## src/logic/board_cfg_pkg.sv

```systemverilog
// Board I/O configuration constants
package board_cfg_pkg;

	////////////////////////////////////////////////////////////////////////////
	// Front-panel buttons
	////////////////////////////////////////////////////////////////////////////

	// Index 0 is user, index 1 is OSD
	localparam int unsigned NUM_BTNS = 2;

	// Samples held in one debounce window
	localparam int unsigned DEB_DEPTH = 8;

	// Clock cycles between debounce samples
	localparam int unsigned TICK_DIV_DEFAULT = 100000;

	////////////////////////////////////////////////////////////////////////////
	// Main-board LEDs and audio
	////////////////////////////////////////////////////////////////////////////

	localparam int unsigned LED_W = 8;

	localparam int unsigned VOL_W = 5;

	// Full mute out of reset
	localparam logic [VOL_W-1:0] VOL_RESET = 5'd31;

endpackage

```

## src/logic/host_cmd_pkg.sv

```systemverilog
// Host command port definitions
package host_cmd_pkg;

	////////////////////////////////////////////////////////////////////////////
	// Word bus
	////////////////////////////////////////////////////////////////////////////

	localparam int unsigned HOST_W = 16;

	// Opcode sits in the low byte of the first word
	typedef enum logic [7:0] {
		OP_VERSION = 8'h20,
		OP_LED_OVR = 8'h25,
		OP_VOL_ATT = 8'h26
	} host_opcode_e;

	// Returned on OP_VERSION
	localparam logic [HOST_W-1:0] IO_VERSION = 16'd3;

	////////////////////////////////////////////////////////////////////////////
	// Decoder FSM
	////////////////////////////////////////////////////////////////////////////

	typedef enum logic {
		ST_OPCODE = 1'b0,
		ST_DATA   = 1'b1
	} dec_state_e;

endpackage

```

## src/logic/host_cmd_decoder.sv

```systemverilog
// Host command decoder
module host_cmd_decoder
	import board_cfg_pkg::*;
	import host_cmd_pkg::*;
(
	input  logic              clk_sys,
	input  logic              resetd,
	input  logic              i_io_sel,
	input  logic              i_io_clk,
	input  logic [HOST_W-1:0] i_io_din,
	output logic              o_io_ack,
	output logic [HOST_W-1:0] o_io_dout,
	output logic [VOL_W-1:0]  o_vol_att,
	output logic [LED_W-1:0]  o_led_mask,
	output logic [LED_W-1:0]  o_led_state
);

	logic         io_clk_q;
	logic         io_strobe;
	dec_state_e   state;
	host_opcode_e opcode;

	////////////////////////////////////////////////////////////////////////////
	// Strobe and acknowledge
	////////////////////////////////////////////////////////////////////////////

	// One cycle per rising edge of the host clock
	assign io_strobe = i_io_clk & ~io_clk_q;

	always_ff @(posedge clk_sys) begin
		if (resetd) begin
			io_clk_q <= 1'b0;
			o_io_ack <= 1'b0;
		end else begin
			io_clk_q <= i_io_clk;
			o_io_ack <= io_clk_q;
		end
	end

	////////////////////////////////////////////////////////////////////////////
	// Command handling
	////////////////////////////////////////////////////////////////////////////

	always_ff @(posedge clk_sys) begin
		if (i_io_sel && io_strobe && state == ST_OPCODE) begin
			opcode <= host_opcode_e'(i_io_din[7:0]);
		end
	end

	always_ff @(posedge clk_sys) begin
		if (resetd) begin
			state       <= ST_OPCODE;
			o_io_dout   <= '0;
			o_vol_att   <= VOL_RESET;
			o_led_mask  <= '0;
			o_led_state <= '0;
		end else if (!i_io_sel) begin
			state     <= ST_OPCODE;
			o_io_dout <= '0;
		end else if (io_strobe) begin
			// Readback lasts until the next word
			o_io_dout <= '0;
			if (state == ST_OPCODE) begin
				state <= ST_DATA;
				if (i_io_din[7:0] == OP_VERSION) begin
					o_io_dout <= IO_VERSION;
				end
			end else begin
				case (opcode)
					OP_LED_OVR: {o_led_mask, o_led_state} <= i_io_din;
					OP_VOL_ATT: o_vol_att <= i_io_din[VOL_W-1:0];
					default: ;
				endcase
			end
		end
	end

endmodule

```

## src/logic/debounce_tick.sv

```systemverilog
// Debounce sampling tick
module debounce_tick
	import board_cfg_pkg::*;
#(
	parameter int unsigned TICK_DIV = TICK_DIV_DEFAULT
) (
	input  logic clk_sys,
	input  logic resetd,
	output logic o_tick
);

	localparam int unsigned CNT_W = (TICK_DIV > 1) ? $clog2(TICK_DIV) : 1;

	logic [CNT_W-1:0] div_cnt;

	always_ff @(posedge clk_sys) begin
		if (resetd) begin
			div_cnt <= '0;
			o_tick  <= 1'b0;
		end else if (div_cnt == CNT_W'(TICK_DIV - 1)) begin
			div_cnt <= '0;
			o_tick  <= 1'b1;
		end else begin
			div_cnt <= div_cnt + 1'b1;
			o_tick  <= 1'b0;
		end
	end

endmodule

```

## src/logic/button_debouncer.sv

```systemverilog
// Button debouncer
module button_debouncer
	import board_cfg_pkg::*;
(
	input  logic clk_sys,
	input  logic resetd,
	input  logic i_tick,
	input  logic i_pressed,
	output logic o_pressed
);

	logic [DEB_DEPTH-1:0] window;

	// Sample window, oldest sample at the top
	always_ff @(posedge clk_sys) begin
		if (resetd) begin
			window <= '0;
		end else if (i_tick) begin
			window <= {window[DEB_DEPTH-2:0], i_pressed};
		end
	end

	////////////////////////////////////////////////////////////////////////////
	// Hysteresis
	////////////////////////////////////////////////////////////////////////////

	// Mixed window keeps the last settled value
	always_ff @(posedge clk_sys) begin
		if (resetd) begin
			o_pressed <= 1'b0;
		end else if (&window) begin
			o_pressed <= 1'b1;
		end else if (~|window) begin
			o_pressed <= 1'b0;
		end
	end

endmodule

```

## src/logic/status_led_mux.sv

```systemverilog
// Main-board LED merge
module status_led_mux
	import board_cfg_pkg::*;
(
	input  logic                clk_sys,
	input  logic                resetd,
	input  logic [LED_W-1:0]    i_led_mask,
	input  logic [LED_W-1:0]    i_led_state,
	input  logic [NUM_BTNS-1:0] i_btn,
	output logic [LED_W-1:0]    o_led
);

	logic [LED_W-1:0] dflt_pattern;
	logic [LED_W-1:0] led_next;

	// Buttons on the low bits, rest dark
	always_comb begin
		dflt_pattern = '0;
		dflt_pattern[NUM_BTNS-1:0] = i_btn;
	end

	// Host value where masked, default elsewhere
	assign led_next = (i_led_mask & i_led_state) | (~i_led_mask & dflt_pattern);

	////////////////////////////////////////////////////////////////////////////
	// Output stage
	////////////////////////////////////////////////////////////////////////////

	always_ff @(posedge clk_sys) begin
		if (resetd) begin
			o_led <= '0;
		end else begin
			o_led <= led_next;
		end
	end

endmodule

```

## src/logic/board_io_top.sv

```systemverilog
// Board I/O controller
module board_io_top
	import board_cfg_pkg::*;
	import host_cmd_pkg::*;
#(
	parameter int unsigned TICK_DIV = TICK_DIV_DEFAULT
) (
	input  logic                clk_sys,
	input  logic                resetd,
	input  logic                i_io_sel,
	input  logic                i_io_clk,
	input  logic [HOST_W-1:0]   i_io_din,
	input  logic [NUM_BTNS-1:0] i_btn_n,
	output logic                o_io_ack,
	output logic [HOST_W-1:0]   o_io_dout,
	output logic [VOL_W-1:0]    o_vol_att,
	output logic [LED_W-1:0]    o_led
);

	logic [LED_W-1:0]    led_mask;
	logic [LED_W-1:0]    led_state;
	logic                deb_tick;
	logic [NUM_BTNS-1:0] btn_deb;

	host_cmd_decoder u_decoder (
		.clk_sys     (clk_sys),
		.resetd      (resetd),
		.i_io_sel    (i_io_sel),
		.i_io_clk    (i_io_clk),
		.i_io_din    (i_io_din),
		.o_io_ack    (o_io_ack),
		.o_io_dout   (o_io_dout),
		.o_vol_att   (o_vol_att),
		.o_led_mask  (led_mask),
		.o_led_state (led_state)
	);

	////////////////////////////////////////////////////////////////////////////
	// Buttons
	////////////////////////////////////////////////////////////////////////////

	debounce_tick #(
		.TICK_DIV (TICK_DIV)
	) u_tick (
		.clk_sys (clk_sys),
		.resetd  (resetd),
		.o_tick  (deb_tick)
	);

	// Pins are active low
	for (genvar i = 0; i < NUM_BTNS; i++) begin : g_btn
		button_debouncer u_deb (
			.clk_sys   (clk_sys),
			.resetd    (resetd),
			.i_tick    (deb_tick),
			.i_pressed (~i_btn_n[i]),
			.o_pressed (btn_deb[i])
		);
	end

	status_led_mux u_led (
		.clk_sys     (clk_sys),
		.resetd      (resetd),
		.i_led_mask  (led_mask),
		.i_led_state (led_state),
		.i_btn       (btn_deb),
		.o_led       (o_led)
	);

endmodule

```

## config.mk

```make
export PLATFORM = sky130hd
export DESIGN_NAME = board_io_top
export DESIGN_NICKNAME = d
export VERILOG_FILES = /design/src/logic/board_cfg_pkg.sv /design/src/logic/host_cmd_pkg.sv /design/src/logic/host_cmd_decoder.sv /design/src/logic/debounce_tick.sv /design/src/logic/button_debouncer.sv /design/src/logic/status_led_mux.sv /design/src/logic/board_io_top.sv
export SDC_FILE = /design/constraint.sdc
export NUM_CORES = 1
export LEC_CHECK = 0
export ABC_AREA = 1
export BUFFER_PORTS_ARGS = -buffer_cell sky130_fd_sc_hd__buf_2
export CORE_ASPECT_RATIO = 0.8
export CORE_MARGIN = 4
export CORE_UTILIZATION = 50
export DETAILED_ROUTE_END_ITERATION = 7
export HOLD_SLACK_MARGIN = 0.15
export PLACE_DENSITY = 0.71
export SLEW_MARGIN = 20
export SYNTH_ARGS = -nofsm -noshare
export SYNTH_HDL_FRONTEND = slang
export SYNTH_HIERARCHICAL = 1
export SYNTH_SLANG_ARGS = --single-unit
```

## constraint.sdc

```tcl
create_clock -name clk_sys -period 1.4 [get_ports clk_sys]
set_input_delay 0 -clock clk_sys [delete_from_list [all_inputs] [get_ports clk_sys]]
set_output_delay 0 -clock clk_sys [all_outputs]
set_load 0.02 [all_outputs]
```

==> out/qor.log <==
INFO  status         run_status=completed
INFO  critical_path  critPathRequiredTime=1.64ns
INFO  finish         most-common-layout-cells=sky130_fd_sc_hd__nand2_1, sky130_fd_sc_hd__nor2_1, sky130_fd_sc_hd__dfxtp_1, sky130_fd_sc_hd__inv_1
INFO  sta            final-setup-viol-count=0
INFO  sta            max_freq=766MHz
INFO  sta            hold_slack=0.395ns
INFO  finish         mostFrequentLayoutCell=sky130_fd_sc_hd__nand2_1
INFO  power          net_switching_power_of_the_design=965uW
INFO  cts            cts.reportedPaths.clkPinSlew=0.08ns
INFO  power          pwr-share-seq=0.531
INFO  global_routing global_route_wire_length_before_repair=11400microns
INFO  cts            post_cts_buffers=0
INFO  finish         final_nets=549
INFO  min_path       class_of_the_tightest_hold_or_removal_check=in -> reg
INFO  critical_path  setup.worst_path.start_class=flop
INFO  global_routing busiest_layer=met2
INFO  power          switching_share=0.227
INFO  sta            timing.final.hold_violations=0
INFO  global_routing largest_net_degree_at_the_start_of_global_routing=39
INFO  critical_path  critical_path_class=reg -> reg
INFO  logic_synthesis synthesis.instances=459
INFO  cts            worstSkewPairLatency=0.34ns
INFO  die            io_pins=52
INFO  sta            rsz0062_at_grt=yes
INFO  die            die_h=82.1microns
INFO  logic_synthesis synth_area_per_cell=7.47squm
INFO  logic_synthesis synth.yosys.warnings=6
INFO  cts            tritoncts_clock_tree=done
INFO  critical_path  critical_path_data_arrival_time=1.54ns
INFO  global_routing met2_track_demand_over_resource_in_global_routing=0.284
INFO  logic_synthesis synth_seq_cells=77
INFO  global_routing grt.overflow.total=0
INFO  detailed_routing drt_first_pass_iters=5
INFO  die            coreArea=6510squm
INFO  global_routing number_of_global_route_vias_before_repair=2543
INFO  critical_path  critical_path.startpoint=u_tick/div_cnt[1]
INFO  detailed_routing detail-route-antenna-nets=0
INFO  sta            timing.final.max_slew_violations=0
INFO  cts            clk_path_buf_depth=2
INFO  sta            layout_worst_path_cycle_share=0.932
INFO  critical_path  end_kind=flop
INFO  die            starting_density=0.527
INFO  detailed_routing drt-wirelength-per-cell=11.1microns
INFO  power          p_int=3290uW
INFO  power          pwr_density_cell=1030nW/um^2
INFO  die            die-area=8250squm
INFO  power          power_leakage=0.00176uW
INFO  global_routing grt.met3_usage=0.0543
INFO  finish         synthToLayoutAreaGrowth=20.2%
INFO  cts            clock-sinks=77
INFO  power          max-vdd-ir-drop=0.000571V
INFO  cts            cts_buffers=9
INFO  sta            setup-tns-final=0ns
INFO  die            die_w=101microns
INFO  finish         drive_gt1_frac=0.183
INFO  global_routing groute.layer.met1.usage=0.222
INFO  place          place_congestion=0.801
INFO  global_routing number_of_antenna_violations_at_the_first_check_in_global_routing=0
INFO  power          power.clock.fraction=0.407
INFO  detailed_routing iter_0_drt_violations=106
INFO  detailed_routing route.final.wire_length=6810microns
INFO  place          hpwlAfterDp=4520microns
INFO  power          share_of_total_power_in_combinational_logic=0.062
INFO  run            max_cap_violations=0
INFO  global_routing gr-usage-all-layers=0.175
INFO  sta            post-route-min-period=1.31ns
INFO  cts            clock-root-buffer=sky130_fd_sc_hd__clkbuf_8
INFO  detailed_routing avgViaCountPerCell=4.72
INFO  critical_path  crit_path_max_fanout=8
INFO  detailed_routing post-route-drc-count=0
INFO  detailed_routing via_count=2904
INFO  critical_path  r2r.worst_path.cells=6
INFO  die            rows=26
INFO  finish         insertedDiodeCount=0
INFO  place          port_buffers=37
INFO  sta            final.setup_skew=0.00812ns
INFO  logic_synthesis synth.yosys.seq_area_share=0.473
INFO  critical_path  regToRegStartpoint=u_tick/div_cnt[1]
INFO  logic_synthesis synthDistinctLibCells=31
INFO  cts            cts-htree-levels=3
INFO  min_path       hold_path.startpoint=i_io_din[6]
INFO  min_path       timing.hold.worst_path_depth=2
INFO  logic_synthesis netlist_area_before_placement=3430squm
==> synthesized netlist by cell type <==
| cell type | count | area, sq um |
|---|---|---|
| sky130_fd_sc_hd__a21oi_1 | 22 | 110 |
| sky130_fd_sc_hd__a21oi_2 | 2 | 17.5 |
| sky130_fd_sc_hd__buf_1 | 2 | 7.51 |
| sky130_fd_sc_hd__buf_12 | 1 | 20.0 |
| sky130_fd_sc_hd__buf_2 | 1 | 5.00 |
| sky130_fd_sc_hd__buf_4 | 18 | 135 |
| sky130_fd_sc_hd__buf_6 | 3 | 33.8 |
| sky130_fd_sc_hd__conb_1 | 1 | 3.75 |
| sky130_fd_sc_hd__dfxtp_1 | 69 | 1380 |
| sky130_fd_sc_hd__edfxtp_1 | 8 | 240 |
| sky130_fd_sc_hd__ha_1 | 1 | 12.5 |
| sky130_fd_sc_hd__inv_1 | 46 | 173 |
| sky130_fd_sc_hd__inv_2 | 8 | 30.0 |
| sky130_fd_sc_hd__nand2_1 | 92 | 345 |
| sky130_fd_sc_hd__nand2_2 | 3 | 18.8 |
| sky130_fd_sc_hd__nand2_4 | 1 | 11.3 |
| sky130_fd_sc_hd__nand3_1 | 38 | 190 |
| sky130_fd_sc_hd__nand3_2 | 2 | 20.0 |
| sky130_fd_sc_hd__nand3b_1 | 1 | 7.51 |
| sky130_fd_sc_hd__nand4_1 | 3 | 18.8 |
| sky130_fd_sc_hd__nor2_1 | 90 | 338 |
| sky130_fd_sc_hd__nor2_2 | 15 | 93.8 |
| sky130_fd_sc_hd__nor2_4 | 2 | 22.5 |
| sky130_fd_sc_hd__nor3_2 | 1 | 10.0 |
| sky130_fd_sc_hd__nor3_4 | 1 | 16.3 |
| sky130_fd_sc_hd__o21a_1 | 1 | 7.51 |
| sky130_fd_sc_hd__o21ai_0 | 10 | 50.1 |
| sky130_fd_sc_hd__o21ai_1 | 10 | 50.1 |
| sky130_fd_sc_hd__o21bai_1 | 2 | 15.0 |
| sky130_fd_sc_hd__xnor2_1 | 4 | 35.0 |
| sky130_fd_sc_hd__xor2_1 | 1 | 8.76 |
==> per-layer routing <==
layer | up-vias | routed length, microns
met5 | - | 0
met4 | 0 | 92
met3 | 11 | 292
met2 | 49 | 3110
met1 | 1299 | 3320
li1 | 1545 | -
==> critical path, stage by stage, from the launching register on <==
cell                      delay, ns
sky130_fd_sc_hd__dfxtp_1       0.36
sky130_fd_sc_hd__ha_2          0.22
sky130_fd_sc_hd__nand2_1       0.09
sky130_fd_sc_hd__nor2_4        0.16
sky130_fd_sc_hd__nand3_4       0.14
sky130_fd_sc_hd__nand2_4       0.18
sky130_fd_sc_hd__nor2_2        0.04
==> flip-flops by register name, indices dropped and copies added (netlist names), 2 cells and up <==
| signal | flops |
|---|---|
| u_decoder/o_led_state | 8 |
| u_tick/div_cnt | 17 |
| u_decoder/opcode | 8 |
| g_btn.u_deb/window | 16 |
| u_led/o_led | 8 |
| g_btn.u_deb/o_pressed | 2 |
| u_decoder/o_vol_att | 5 |
| u_decoder/o_led_mask | 8 |
==> area by class of cell <==
cell class	count	area, sq um
clock buffer	12	156
clock inverter	4	53.8
fill	583	2380
inverter	54	203
multi-input combinational	317	1490
sequential	77	1620
tap	84	105
timing repair buffer	67	490
==> worst paths after layout <==
kind | slack (ns) | to
max | 0.09 | u_tick/div_cnt[1]
min | 0.39 | u_decoder/opcode[6]
max reg2reg | 0.09 | u_tick/div_cnt[1]
min reg2reg | 0.44 | u_led/o_led[6]
==> metrics by stage <==
| stage | instance area, sq um | setup slack, ns | instances | utilization | power [uW] |
|---|---|---|---|---|---|
| floorplan | 3480 | 0.111 | 472 | - | 2480 |
| global placement | 3650 | 0.0962 | 576 | 0.561 | 2520 |
| detailed placement | 3650 | 0.0383 | 576 | 0.561 | 2520 |
| CTS | 4080 | 0.0189 | 614 | 0.627 | 4310 |
| global route | 4120 | -0.00282 | 615 | 0.633 | 4460 |
| finish | 4120 | 0.0945 | 615 | 0.633 | 4260 |
==> logic make-up (layout without fill, tap and decap cells) <==
| family | Yosys count | in the layout | synth area share |
|---|---|---|---|
| AOI/OAI and AO/OA | 47 | 47 | 0.0730 |
| adders and majority gates | 1 | 1 | 0.00365 |
| DFF | 77 | 77 | 0.473 |
| other | 1 | 14 | 0.00109 |
| xor gates and xnor gates | 5 | 5 | 0.0128 |
| buffers and inverters | 79 | 137 | 0.118 |
| and+or+nand+nor | 249 | 250 | 0.319 |
==> timing repair <==
item / CTS / global route
gates resized for setup: 0 / 5
hold buffers: 22 / 0
endpoints found under the setup margin: 0 / 17
endpoints found under the hold margin: 42 / 0
==> power groups by stage <==
stage	clock network (uW)	logic, uW	registers, uW
floorplan	0	164	2310
detailed placement	0	208	2310
global placement	0	206	2310
CTS	1790	256	2260
finish	1740	263	2260
global route	1900	289	2260
(Power assumes the default switching activity.)
